$ cat config.mk
export PLATFORM = sky130hd
export DESIGN_NAME = vfrag_top
export DESIGN_NICKNAME = d
export VERILOG_FILES = /design/src/vfrag_pkg.sv /design/src/vfrag_seg_init.sv /design/src/vfrag_seg_counter.sv /design/src/vfrag_txn_gen.sv /design/src/vfrag_ctrl_fsm.sv /design/src/vfrag_top.sv
export VERILOG_INCLUDE_DIRS = /design/src
export SDC_FILE = /design/constraint.sdc
export NUM_CORES = 2
export LEC_CHECK = 0
export BUFFER_PORTS_ARGS = -buffer_cell sky130_fd_sc_hd__buf_2
export CELL_PAD_IN_SITES_DETAIL_PLACEMENT = 1
export CELL_PAD_IN_SITES_GLOBAL_PLACEMENT = 2
export CORE_MARGIN = 3
export CORE_UTILIZATION = 33
export DETAILED_ROUTE_END_ITERATION = 8
export HOLD_SLACK_MARGIN = 0.08
export PLACE_DENSITY_LB_ADDON = 0.2
export SYNTH_ARGS = -nofsm -noshare
export SYNTH_HDL_FRONTEND = slang
export SYNTH_SLANG_ARGS = --single-unit
$ cat constraint.sdc
create_clock -name clk_i -period 12.4 [get_ports clk_i]
set_input_delay 1.24 -clock clk_i [delete_from_list [all_inputs] [get_ports clk_i]]
set_output_delay 1.24 -clock clk_i [all_outputs]
set_load 0.01 [all_outputs]
$ cat src/vfrag_defs.svh
/*
 * Vector request fragmenter parameters
 * Address, page, length and id widths shared by package and RTL
 */
`ifndef VFRAG_DEFS_SVH
`define VFRAG_DEFS_SVH

// Byte address width
`define VFRAG_ADDR_W 32

// Page of 4096 bytes
`define VFRAG_PAGE_BITS 12

// Element count and vstart width
`define VFRAG_LEN_W 16

// Request id width
`define VFRAG_ID_W 4

// Segment byte count, up to len elements of 8 bytes
`define VFRAG_SEG_BYTES_W (`VFRAG_LEN_W + 3)

// Transaction index within a segment, page crossings plus one
`define VFRAG_TXN_IDX_W (`VFRAG_SEG_BYTES_W + 1 - `VFRAG_PAGE_BITS)

`endif

$ cat src/vfrag_pkg.sv
/*
 * Vector request fragmenter types
 * Mode and state encodings, request, segment and transaction records
 */
`include "vfrag_defs.svh"

package vfrag_pkg;

  // -------------------------------------------------------------------------
  // Encodings
  // -------------------------------------------------------------------------

  // Addressing mode, codes 2 and 3 are reserved and run as incremental
  typedef enum logic [1:0] {
    MODE_INCR = 2'd0,
    MODE_STRD = 2'd1
  } vfrag_mode_e;

  // Control states
  typedef enum logic [1:0] {
    ST_IDLE     = 2'd0,
    ST_SEG_INIT = 2'd1,
    ST_STALL    = 2'd2,
    ST_FRAG     = 2'd3
  } vfrag_state_e;

  // -------------------------------------------------------------------------
  // Records
  // -------------------------------------------------------------------------

  // Incoming vector memory request
  typedef struct packed {
    logic [`VFRAG_ID_W-1:0]   req_id;
    vfrag_mode_e              mode;
    logic [`VFRAG_ADDR_W-1:0] base_addr;
    logic [`VFRAG_ADDR_W-1:0] stride;     // byte stride, strided mode only
    logic [`VFRAG_LEN_W-1:0]  len;
    logic [`VFRAG_LEN_W-1:0]  vstart;
    logic [1:0]               sew;        // element bytes = 1 << sew
  } vfrag_req_t;

  // One contiguous segment
  typedef struct packed {
    logic [`VFRAG_ADDR_W-1:0]      seg_addr;
    logic [`VFRAG_SEG_BYTES_W-1:0] seg_bytes;
    logic [`VFRAG_TXN_IDX_W-1:0]   txn_last_idx;
  } vfrag_seg_t;

  // Outgoing page-bounded transaction
  typedef struct packed {
    logic [`VFRAG_ID_W-1:0]     req_id;
    logic [`VFRAG_ADDR_W-1:0]   addr;
    logic [`VFRAG_PAGE_BITS:0]  nbytes;
    logic                       last;
  } vfrag_txn_t;

endpackage

$ cat src/vfrag_seg_init.sv
/*
 * Segment initializer
 * Byte count and page-crossing count of a segment from its start address
 */
`include "vfrag_defs.svh"

module vfrag_seg_init (
  input  logic [`VFRAG_ADDR_W-1:0] seg_addr_i,
  input  vfrag_pkg::vfrag_mode_e   mode_i,
  input  logic [1:0]               sew_i,
  input  logic [`VFRAG_LEN_W-1:0]  nr_elems_i,
  output vfrag_pkg::vfrag_seg_t    seg_o
);
  import vfrag_pkg::*;

  // Page offset plus segment bytes needs one bit above the byte count
  localparam int unsigned SpanW = `VFRAG_SEG_BYTES_W + 1;

  logic [`VFRAG_LEN_W-1:0]       seg_elems;
  logic [`VFRAG_SEG_BYTES_W-1:0] seg_bytes;
  logic [`VFRAG_PAGE_BITS-1:0]   page_off;
  logic [SpanW-1:0]              span;
  logic [SpanW-1:0]              span_last;

  always_comb begin
    // Strided segments hold one element
    // Incremental and reserved codes take all remaining elements
    if (mode_i == MODE_STRD) begin
      seg_elems = `VFRAG_LEN_W'(1);
    end else begin
      seg_elems = nr_elems_i;
    end

    // Elements to bytes
    seg_bytes = `VFRAG_SEG_BYTES_W'(seg_elems) << sew_i;

    // Offset of the first byte inside its page
    page_off  = seg_addr_i[`VFRAG_PAGE_BITS-1:0];

    // Last byte position counted from the page base
    span      = SpanW'(page_off) + SpanW'(seg_bytes);
    span_last = span - SpanW'(1);

    // Page number of the last byte is the number of crossings
    seg_o.seg_addr     = seg_addr_i;
    seg_o.seg_bytes    = seg_bytes;
    seg_o.txn_last_idx = span_last[SpanW-1:`VFRAG_PAGE_BITS];
  end

endmodule

$ cat src/vfrag_seg_counter.sv
/*
 * Segment and transaction counter
 * Tracks remaining segments and the transaction index in the segment
 */
`include "vfrag_defs.svh"

module vfrag_seg_counter (
  input  logic                    clk_i,
  input  logic                    rst_ni,
  input  logic                    load_req_i,
  input  logic [`VFRAG_LEN_W-1:0] nr_segs_i,
  input  logic                    seg_start_i,
  input  vfrag_pkg::vfrag_seg_t   seg_i,
  input  logic                    advance_i,
  output logic                    last_txn_o,
  output logic                    last_seg_o
);
  import vfrag_pkg::*;

  logic [`VFRAG_LEN_W-1:0]     rmn_segs_r;
  logic [`VFRAG_TXN_IDX_W-1:0] txn_idx_r;
  logic [`VFRAG_TXN_IDX_W-1:0] last_idx_r;

  // Flags for the control FSM
  assign last_txn_o = (txn_idx_r == last_idx_r);
  assign last_seg_o = (rmn_segs_r == '0);

  always_ff @(posedge clk_i or negedge rst_ni) begin
    if (!rst_ni) begin
      rmn_segs_r <= '0;
      txn_idx_r  <= '0;
      last_idx_r <= '0;
    end else begin
      // Segments left after the current one
      // A start together with an advance moves on from a finished segment
      if (load_req_i) begin
        rmn_segs_r <= nr_segs_i;
      end else if (seg_start_i && advance_i) begin
        rmn_segs_r <= rmn_segs_r - `VFRAG_LEN_W'(1);
      end

      // Index restarts with each segment
      // Holds on the final transaction of the request
      if (seg_start_i) begin
        txn_idx_r  <= '0;
        last_idx_r <= seg_i.txn_last_idx;
      end else if (advance_i && !last_txn_o) begin
        txn_idx_r  <= txn_idx_r + `VFRAG_TXN_IDX_W'(1);
      end
    end
  end

  // -------------------------------------------------------------------------
  // Assertions
  // -------------------------------------------------------------------------

  // FSM restarts the index before it runs past the segment
  assert property (@(posedge clk_i) disable iff (!rst_ni)
    (advance_i && last_txn_o) |-> (seg_start_i || last_seg_o));

  // No new segment is started once the last one is running
  assert property (@(posedge clk_i) disable iff (!rst_ni)
    (seg_start_i && advance_i) |-> (rmn_segs_r != '0));

endmodule

$ cat src/vfrag_txn_gen.sv
/*
 * Transaction generator
 * Holds request and segment state and forms page-bounded transactions
 */
`include "vfrag_defs.svh"

module vfrag_txn_gen (
  input  logic                    clk_i,
  input  logic                    rst_ni,
  input  logic                    load_req_i,
  input  vfrag_pkg::vfrag_req_t   req_i,
  input  logic                    seg_start_i,
  input  logic                    advance_i,
  input  logic                    last_txn_i,
  input  logic                    last_seg_i,
  output logic [`VFRAG_LEN_W-1:0] nr_segs_o,
  output vfrag_pkg::vfrag_seg_t   seg_o,
  output vfrag_pkg::vfrag_txn_t   txn_o
);
  import vfrag_pkg::*;

  localparam int unsigned PageSize = 1 << `VFRAG_PAGE_BITS;
  localparam int unsigned NbW      = `VFRAG_PAGE_BITS + 1;

  vfrag_req_t                    req_r;
  vfrag_seg_t                    seg_r;
  logic [`VFRAG_ADDR_W-1:0]      cur_addr_r;
  logic [`VFRAG_ADDR_W-1:0]      first_addr;
  logic [`VFRAG_ADDR_W-1:0]      next_seg_addr;
  logic [`VFRAG_ADDR_W-1:0]      seg_end;
  logic [`VFRAG_LEN_W-1:0]       nr_elems;
  logic [`VFRAG_SEG_BYTES_W-1:0] rmn_bytes;
  logic [NbW-1:0]                page_room;
  logic [NbW-1:0]                nbytes;

  // -------------------------------------------------------------------------
  // Request decode
  // -------------------------------------------------------------------------

  // Segments minus one, taken by the counter in the accepting cycle
  always_comb begin
    if (req_i.mode == MODE_STRD) begin
      nr_segs_o = req_i.len - req_i.vstart - `VFRAG_LEN_W'(1);
    end else begin
      nr_segs_o = '0;
    end
  end

  // Elements left after vstart
  assign nr_elems = req_r.len - req_r.vstart;

  // First element address, vstart scaled by element size or by stride
  always_comb begin
    if (req_r.mode == MODE_STRD) begin
      first_addr = req_r.base_addr + `VFRAG_ADDR_W'(req_r.vstart) * req_r.stride;
    end else begin
      first_addr = req_r.base_addr + (`VFRAG_ADDR_W'(req_r.vstart) << req_r.sew);
    end
  end

  // Start in ST_SEG_INIT has no advance and picks the first address
  // Later starts step one stride on from the previous segment
  assign next_seg_addr = advance_i ? (seg_r.seg_addr + req_r.stride) : first_addr;

  // Single shared initializer for every segment start
  vfrag_seg_init i_seg_init (
    .seg_addr_i (next_seg_addr),
    .mode_i     (req_r.mode),
    .sew_i      (req_r.sew),
    .nr_elems_i (nr_elems),
    .seg_o      (seg_o)
  );

  // -------------------------------------------------------------------------
  // Transaction sizing
  // -------------------------------------------------------------------------

  // Bytes left up to the segment end
  assign seg_end   = seg_r.seg_addr + `VFRAG_ADDR_W'(seg_r.seg_bytes);
  assign rmn_bytes = `VFRAG_SEG_BYTES_W'(seg_end - cur_addr_r);

  // Bytes left up to the next page boundary
  assign page_room = NbW'(PageSize) - NbW'(cur_addr_r[`VFRAG_PAGE_BITS-1:0]);

  // Stop at whichever comes first
  assign nbytes = (rmn_bytes < `VFRAG_SEG_BYTES_W'(page_room)) ? NbW'(rmn_bytes)
                                                               : page_room;

  always_comb begin
    txn_o.req_id = req_r.req_id;
    txn_o.addr   = cur_addr_r;
    txn_o.nbytes = nbytes;
    txn_o.last   = last_txn_i && last_seg_i;
  end

  // -------------------------------------------------------------------------
  // State
  // -------------------------------------------------------------------------

  // Request fields, captured on acceptance
  always_ff @(posedge clk_i) begin
    if (load_req_i) begin
      req_r <= req_i;
    end
  end

  // Segment and walking address
  // Both stay put under back-pressure so txn_o holds
  always_ff @(posedge clk_i or negedge rst_ni) begin
    if (!rst_ni) begin
      seg_r      <= '0;
      cur_addr_r <= '0;
    end else if (seg_start_i) begin
      seg_r      <= seg_o;
      cur_addr_r <= seg_o.seg_addr;
    end else if (advance_i) begin
      cur_addr_r <= cur_addr_r + `VFRAG_ADDR_W'(nbytes);
    end
  end

endmodule

$ cat src/vfrag_ctrl_fsm.sv
/*
 * Fragmenter control FSM
 * Sequences idle, segment init, stall and fragmenting with the enqueue pulse
 */
module vfrag_ctrl_fsm (
  input  logic clk_i,
  input  logic rst_ni,
  input  logic req_valid_i,
  input  logic core_st_pending_i,
  input  logic meta_buf_full_i,
  input  logic txn_ready_i,
  input  logic last_txn_i,
  input  logic last_seg_i,
  output logic req_ready_o,
  output logic load_req_o,
  output logic seg_start_o,
  output logic advance_o,
  output logic txn_valid_o,
  output logic meta_buf_enq_o
);
  import vfrag_pkg::*;

  vfrag_state_e state_r;
  vfrag_state_e state_nxt;
  logic         start_frag_r;
  logic         start_frag_nxt;
  logic         stall;
  logic         final_txn;

  // Either resource busy holds off fragmenting
  assign stall = core_st_pending_i || meta_buf_full_i;

  // Handshakes
  assign req_ready_o = (state_r == ST_IDLE);
  assign load_req_o  = req_ready_o && req_valid_i;
  assign txn_valid_o = (state_r == ST_FRAG);
  assign advance_o   = txn_valid_o && txn_ready_i;

  // Last transaction of the last segment
  assign final_txn = last_txn_i && last_seg_i;

  // First segment in ST_SEG_INIT
  // Next segment when a non-final segment completes
  assign seg_start_o = (state_r == ST_SEG_INIT) || (advance_o && last_txn_i && !last_seg_i);

  // Enqueue pulse on the first ST_FRAG cycle only
  assign meta_buf_enq_o = start_frag_r;

  // -------------------------------------------------------------------------
  // Next state
  // -------------------------------------------------------------------------

  always_comb begin
    state_nxt = state_r;
    case (state_r)
      ST_IDLE: begin
        if (load_req_o) begin
          state_nxt = ST_SEG_INIT;
        end
      end
      // Segment loads here, then wait for resources if needed
      ST_SEG_INIT, ST_STALL: begin
        state_nxt = stall ? ST_STALL : ST_FRAG;
      end
      // Stall levels no longer matter once started
      ST_FRAG: begin
        if (advance_o && final_txn) begin
          state_nxt = ST_IDLE;
        end
      end
      default: begin
        state_nxt = ST_IDLE;
      end
    endcase
  end

  // Set on the edge into ST_FRAG, cleared one cycle later
  always_comb begin
    start_frag_nxt = 1'b0;
    if ((state_r == ST_SEG_INIT) || (state_r == ST_STALL)) begin
      start_frag_nxt = !stall;
    end
  end

  always_ff @(posedge clk_i or negedge rst_ni) begin
    if (!rst_ni) begin
      state_r      <= ST_IDLE;
      start_frag_r <= 1'b0;
    end else begin
      state_r      <= state_nxt;
      start_frag_r <= start_frag_nxt;
    end
  end

  // -------------------------------------------------------------------------
  // Assertions
  // -------------------------------------------------------------------------

  // Counter flags hold while a transaction waits for ready
  assert property (@(posedge clk_i) disable iff (!rst_ni)
    (txn_valid_o && !txn_ready_i) |=> $stable({last_txn_i, last_seg_i}));

  // Last segment stays last until the request ends
  assert property (@(posedge clk_i) disable iff (!rst_ni)
    (txn_valid_o && last_seg_i) |=> (!txn_valid_o || last_seg_i));

endmodule

$ cat src/vfrag_top.sv
/*
 * Vector load/store request fragmenter
 * Cuts one vector request into page-bounded transactions
 */
`include "vfrag_defs.svh"

module vfrag_top (
  input  logic                  clk_i,
  input  logic                  rst_ni,
  // Request port
  input  logic                  req_valid_i,
  output logic                  req_ready_o,
  input  vfrag_pkg::vfrag_req_t req_i,
  // Stall levels
  input  logic                  core_st_pending_i,
  input  logic                  meta_buf_full_i,
  // Transaction port
  output logic                  txn_valid_o,
  input  logic                  txn_ready_i,
  output vfrag_pkg::vfrag_txn_t txn_o,
  // Enqueue pulse
  output logic                  meta_buf_enq_o
);
  import vfrag_pkg::*;

  logic                    load_req;
  logic                    seg_start;
  logic                    advance;
  logic                    last_txn;
  logic                    last_seg;
  logic [`VFRAG_LEN_W-1:0] nr_segs;
  vfrag_seg_t              seg_init;

  // Sequencing
  vfrag_ctrl_fsm i_ctrl_fsm (
    .clk_i             (clk_i),
    .rst_ni            (rst_ni),
    .req_valid_i       (req_valid_i),
    .core_st_pending_i (core_st_pending_i),
    .meta_buf_full_i   (meta_buf_full_i),
    .txn_ready_i       (txn_ready_i),
    .last_txn_i        (last_txn),
    .last_seg_i        (last_seg),
    .req_ready_o       (req_ready_o),
    .load_req_o        (load_req),
    .seg_start_o       (seg_start),
    .advance_o         (advance),
    .txn_valid_o       (txn_valid_o),
    .meta_buf_enq_o    (meta_buf_enq_o)
  );

  // Segment and transaction position
  vfrag_seg_counter i_seg_counter (
    .clk_i       (clk_i),
    .rst_ni      (rst_ni),
    .load_req_i  (load_req),
    .nr_segs_i   (nr_segs),
    .seg_start_i (seg_start),
    .seg_i       (seg_init),
    .advance_i   (advance),
    .last_txn_o  (last_txn),
    .last_seg_o  (last_seg)
  );

  // Request state, segment init and transaction forming
  vfrag_txn_gen i_txn_gen (
    .clk_i       (clk_i),
    .rst_ni      (rst_ni),
    .load_req_i  (load_req),
    .req_i       (req_i),
    .seg_start_i (seg_start),
    .advance_i   (advance),
    .last_txn_i  (last_txn),
    .last_seg_i  (last_seg),
    .nr_segs_o   (nr_segs),
    .seg_o       (seg_init),
    .txn_o       (txn_o)
  );

endmodule

Word-level counts from Yosys, hierarchy flattened

Index checks and enable logic that the tools add are counted.

Add/sub/neg operators: 14
Multipliers: 1
Magnitude comparators: 1
Equality and inequality tests: 8
Shift-type cells: 2
Mux-type cells: 16
Reduce and logical (&&, ||, !) cells: 21

Operators with widths:

| kind                                                | number |
|---|---|
| 2-to-1 mux 32 bit                                   | 4 |
| adder 32 bit                                        | 3 |
| 2-to-1 mux 16 bit                                   | 4 |
| adder 32 x 13 -> 32 bit                             | 1 |
| multiplier 16 x 32 -> 32 bit                        | 1 |
| left shift 16 x 2 -> 32 bit                         | 1 |
| subtractor 16 x 1 -> 16 bit (second input constant) | 2 |
| subtractor 16 bit                                   | 2 |
| adder 12 x 19 -> 20 bit                             | 1 |
| subtractor 20 x 1 -> 20 bit (second input constant) | 1 |
| adder 19 bit                                        | 1 |
| less-than comparator 19 x 13 -> 1 bit               | 1 |
| left shift 16 x 2 -> 19 bit                         | 1 |
| subtractor 19 bit                                   | 1 |
| logical NOT 16 bit                                  | 1 |
| 2-to-1 mux 8 bit                                    | 2 |
| 2-to-1 mux 13 bit                                   | 1 |
| subtractor 13 x 12 -> 13 bit (first input constant) | 1 |
| adder 8 x 1 -> 8 bit (second input constant)        | 1 |
| == test 8 bit                                       | 1 |
| logical AND 1 bit                                   | 8 |
| == test 2 x 1 -> 1 bit (second input constant)      | 3 |
| one-hot mux 2 bit (3 select lines)                  | 1 |
| nonzero test 2 bit                                  | 3 |
| other kinds (9)                                     | 17 |

Flip-flop bits (word level): 222
Bits of input ports: 110
Output and inout port bits: 53
Logic and storage cells: 78

Longest topological paths before layout

Depth after elaboration: 8
Depth in mapped cells: 34

By module

From an unflattened synthesis, not the netlist that was laid out.

Cells, all modules: 3384
Area, all modules: 29917.4 um^2

By module, submodules not included:

| module            | instances | cells an instance | area each (um^2) | sequential area each (um^2) |
|---|---|---|---|---|
| vfrag_txn_gen     | 1         | 2925              | 26178.9          | 5200.0 |
| vfrag_seg_counter | 1         | 180               | 1790.5           | 800.8 |
| vfrag_seg_init    | 1         | 259               | 1739.2           | 0.0 |
| vfrag_ctrl_fsm    | 1         | 20                | 209.0            | 75.1 |

Worst setup path after synthesis

OpenSTA, ideal clock, no wires.

Kind: reg2reg
Start point: register i_txn_gen.req_r[5] (netlist bit)
End point: register i_seg_counter.last_idx_r[7]
Arrival time: 6838 ps
Required time: 12270 ps
Path slack: 5432 ps
Stages on the path, launching flop included: 31
Path buffers: 2
Clock period less this slack: 6968 ps
Cell sequence: edfxtp_1 -> clkbuf_1 -> clkbuf_1 -> nand2_1 -> fa_1 -> inv_1 -> fa_1 -> ha_1 -> fa_1 -> inv_1 -> fa_1 -> fa_1 -> inv_1 -> ha_1 -> o211ai_1 -> o21ai_0 -> xor2_1 -> nand2_1 -> o21ai_0 -> a21oi_1 -> ha_1 -> inv_1 -> ha_1 -> a21o_1 -> a21o_1 -> a211oi_1 -> a31oi_1 -> a211o_1 -> o31ai_1 -> xor2_1 -> o21ai_1

Word-level cells in the longest chain between the ends: 6
Elaborated cells between the ends (all ways): 11

RTL lines:

| element                                                                                      | line                                     | source |
|---|---|---|
| start, declared                                                                              | vfrag_txn_gen.sv:25                      | `vfrag_req_t req_r;` |
| start signal, assigned                                                                       | vfrag_txn_gen.sv:103                     | `req_r <= req_i;` |
| multiplier 16 x 32 -> 32 bit (no line) / left shift 16 x 2 -> 32 bit (equally long branches) | n/a                                      |  |
| adder 32 bit (on tied branches)                                                              | vfrag_txn_gen.sv:55, vfrag_txn_gen.sv:57 |  |
| 2-to-1 mux 32 bit                                                                            | vfrag_txn_gen.sv:54                      | `if (req_r.mode == MODE_STRD) begin` |
| 2-to-1 mux 32 bit                                                                            | vfrag_txn_gen.sv:63                      | `assign next_seg_addr = advance_i ? (seg_r.seg_addr + req_r.stride) : first_addr;` |
| adder 12 x 19 -> 20 bit *                                                                    | vfrag_seg_init.sv:41                     | `span = SpanW'(page_off) + SpanW'(seg_bytes);` |
| subtractor 20 x 1 -> 20 bit *                                                                | vfrag_seg_init.sv:42                     | `span_last = span - SpanW'(1);` |
| end signal, assigned                                                                         | vfrag_seg_counter.sv:46                  | `last_idx_r <= seg_i.txn_last_idx;` |
| end, declared                                                                                | vfrag_seg_counter.sv:22                  | `` logic [`VFRAG_TXN_IDX_W-1:0] last_idx_r; `` |

Mark *: on every way between the ends. The rest lies on a longest branch, timed or not.
A chain may end at the register's enable or synchronous reset.

Final worst setup path

Start point: register i_txn_gen.cur_addr_r[1]
End point: register i_txn_gen.cur_addr_r[23]

Word-level cells in the longest chain between the ends: 6
Elaborated cells between the ends (all ways): 7

RTL lines:

| element                                                                  | line                                     | source |
|---|---|---|
| start, declared                                                          | vfrag_txn_gen.sv:27                      | `` logic [`VFRAG_ADDR_W-1:0] cur_addr_r; `` |
| start signal, assigned                                                   | vfrag_txn_gen.sv:115                     | `cur_addr_r <= seg_o.seg_addr;` |
| start signal, assigned                                                   | vfrag_txn_gen.sv:117                     | `` cur_addr_r <= cur_addr_r + `VFRAG_ADDR_W'(nbytes); `` |
| subtractor 19 bit / subtractor 13 x 12 -> 13 bit (equally long branches) | vfrag_txn_gen.sv:80, vfrag_txn_gen.sv:83 |  |
| less-than comparator 19 x 13 -> 1 bit                                    | vfrag_txn_gen.sv:86                      | `` assign nbytes = (rmn_bytes < `VFRAG_SEG_BYTES_W'(page_room)) ? NbW'(rmn_bytes) `` |
| 2-to-1 mux 13 bit                                                        | vfrag_txn_gen.sv:86                      |  |
| adder 32 x 13 -> 32 bit *                                                | vfrag_txn_gen.sv:117                     |  |
| 2-to-1 mux 32 bit *                                                      | vfrag_txn_gen.sv:116                     | `end else if (advance_i) begin` |
| 2-to-1 mux 32 bit *                                                      | vfrag_txn_gen.sv:113                     | `end else if (seg_start_i) begin` |

Mark *: on every way between the ends. The rest lies on a longest branch, timed or not. The select of a mux whose other input is x is not followed.

==> metrics.cfg <==
[status]
outcome = completed

[detailed_routing]
drc = 0
dr.first_iter.drc_count = 1136
first_pass_iters = 5
vias_per_cell = 5.20
routed_wl_um = 102000
wire_per_inst_um = 22.0
antenna_left = 0
vias = 24100

[logic_synthesis]
yosysSeqAreaShare = 0.206
syn_area_um2 = 29400
synth_top_family_by_area = adder cells
synth_mux_area_frac = 0.0206
yosys-top-cells-count = inv_1 (615), nand2_1 (446), fa_1 (357)
synth_flop_cell = dfrtp_1
synthXorXnorAreaFrac = 0.0550
syn_nets = 4045
postSynthAreaPerCell_um2 = 8.79
yosysUniqueCellTypes = 82
synth_fa_ha_area_frac = 0.339
synth_simple_gate_area_frac = 0.148
ys.warnings.count = 0
synth_edf_count = 104
yosys-top-cells-area = fa_1 (24%), edfxtp_1 (11%), dfrtp_1 (10%)
synth_compound_area_frac = 0.135
synthCells = 3352
synth_seq_cells = 222
synth_most_common_cell = inv_1
synth_top_area_share = 0.243
synthArstFlopShare = 0.532
yosysTopAreaCell = fa_1

[placement]
dp_hpwl_um = 79800
place_congestion = 0.872
portBuffers = 162

[timing]
timing.final.crit_share = 0.694
fin_crit_ns = 8.61
tns_ns = 0
fin_hold_ws_ns = 0.485
fmaxAchievable_mhz = 116
slew_headroom = 0.152
fin_skew_ns = 0.0438
hold_violations = 0
maxSlewViolCount = 0
rsz0062_at_grt = false
setup_viol = 0
tightest_slew_ns = 1.27

[critical_path]
slowest_delay_ns = 0.67
cp_max_fo = 13
crit_required_ns = 12.81
cp_slowest_cell = o311ai_0
worst_r2r_path_depth = 31
critPathKind = flop to flop
cp-start-kind = flop
cp-end-kind = flop
worstPathArrival_ns = 9.02

[cts]
cts_buffer_depth = 3
clock-sinks = 222
numCtsBuffers = 31
clockRootBuffer = clkbuf_16
cts-htree-levels = 1
ctsHoldBuffers = 0
clk_pin_slew_ns = 0.06
post_cts_buffers = 0
tritoncts = built
clk_latency_ns = 0.63
cts_resized = 0

[global_route]
track_usage = 0.220
grt_pass1_vias = 26700
grt_max_degree = 70
gr-total-overflow = 0
grt_pass1_wl_um = 160000
antenna_found_initial = 0

[worst_hold_path]
whs_path_depth = 2
holdCritPathClass = flop to flop

[final_layout]
n_antenna_cell = 0
fillers = 10300
drive_gt1_frac = 0.0903
fin_nets = 4144
syn2layout_area_growth_pct = 10.7
seqCellArea_um2 = 6080
multi_input_area_um2 = 20600

[job]
cap_viol_max_count = 0

[die]
num_io_pins = 163
die_w_um = 305
die_h_um = 305
core_area_um2 = 87600
rows = 108
dieArea_um2 = 92900
initial_core_util = 0.336

[worst paths after layout]
check,slack [ns],startpoint,end
min in group asynchronous,0.71,rst_ni,i_txn_gen.seg_r[50]$_DFFE_PN0P_
worst max-delay path,3.79,i_txn_gen.cur_addr_r[1]$_DFFE_PN0P_,i_txn_gen.cur_addr_r[23]$_DFFE_PN0P_
worst max register to register,3.79,i_txn_gen.cur_addr_r[1]$_DFFE_PN0P_,i_txn_gen.cur_addr_r[23]$_DFFE_PN0P_
worst min-delay path,0.49,i_txn_gen.seg_r[9]$_DFFE_PN0P_,i_txn_gen.seg_r[9]$_DFFE_PN0P_
max in group asynchronous,10.16,rst_ni,i_txn_gen.seg_r[49]$_DFFE_PN0P_
worst min register to register,0.49,i_txn_gen.seg_r[9]$_DFFE_PN0P_,i_txn_gen.seg_r[9]$_DFFE_PN0P_
[registers in the layout, summed over array words and instances (netlist names)]
signal,flops
i_ctrl_fsm.meta_buf_enq_o,1
i_seg_counter.rmn_segs_r,16
i_txn_gen.txn_o,4
i_seg_counter.last_idx_r,8
i_ctrl_fsm.state_r,2
i_txn_gen.req_r,100
i_txn_gen.seg_r,51
i_seg_counter.txn_idx_r,8
i_txn_gen.cur_addr_r,32
[worst max-delay path: cells and delay by family, from the launching register on]
family / cells / cell delay [ns]
AOI/OAI and AO/OA: 16 / 4.26
adders and majority gates: 4 / 1.57
DFF: 1 / 0.51
and+or+nand+nor: 6 / 0.96
buffers and inverters: 3 / 0.42
xor gates and xnor gates: 1 / 0.22
muxes: 1 / 0.41
[placed cells by master (no fill, tap or decap), types with 21 or more instances in the layout]
cell type  count
nor3_1        35
o21ai_0      125
xor2_1        58
fa_1         357
ha_1         226
nand2_1      446
o21a_1        21
buf_4         38
a31oi_1       27
xnor2_1      127
nand2b_1      22
nand3_1       31
and3_1        21
and2_1       116
clkbuf_16     32
a21o_1        67
a21oi_1      185
a211oi_1      37
nand4_1       22
edfxtp_1     104
inv_1        615
buf_2        161
nor2_1       180
dfrtp_1      118
[through the flow]
| stage | setup slack [ns] | area, µm² | instances | utilization |
|---|---|---|---|---|
| after global placement | 3.92 | 31500 | 4573 | 0.360 |
| final | 3.79 | 32600 | 4631 | 0.372 |
| after floorplan | 5.43 | 29400 | 3352 | - |
| after global routing | 3.17 | 32600 | 4631 | 0.372 |
| after CTS | 3.70 | 32600 | 4631 | 0.372 |
| after detailed placement | 3.79 | 31500 | 4573 | 0.360 |
[routing by layer]
metal  vias up  wire (µm)  GRT usage
met4         0       3100     0.0559
met2       394      49500      0.379
met1     12500      46300      0.297
li1      11000          -          -
met3       126       3150     0.0220
met5         -          0          0
[kinds of logic (layout without fill, tap and decap cells)]
kind of cell,after synthesis,count (layout)
AOI/OAI and AO/OA,625,625
xor gates and xnor gates,185,185
adders and majority gates,583,583
buffers and inverters,749,873
DFF,222,222
muxes,46,46
and+or+nand+nor,942,942
[cell type report]
type                       count  share of cell area
clock buffer                  38              0.0262
sequential                   222               0.186
timing repair buffer         199              0.0335
multi-input combinational   2381               0.631
clock inverter                20             0.00817
tap                         1155              0.0443
inverter                     616              0.0710
Power is not shown: default switching activity piles up to over one toggle a cycle in this logic, so the estimate is an artifact.
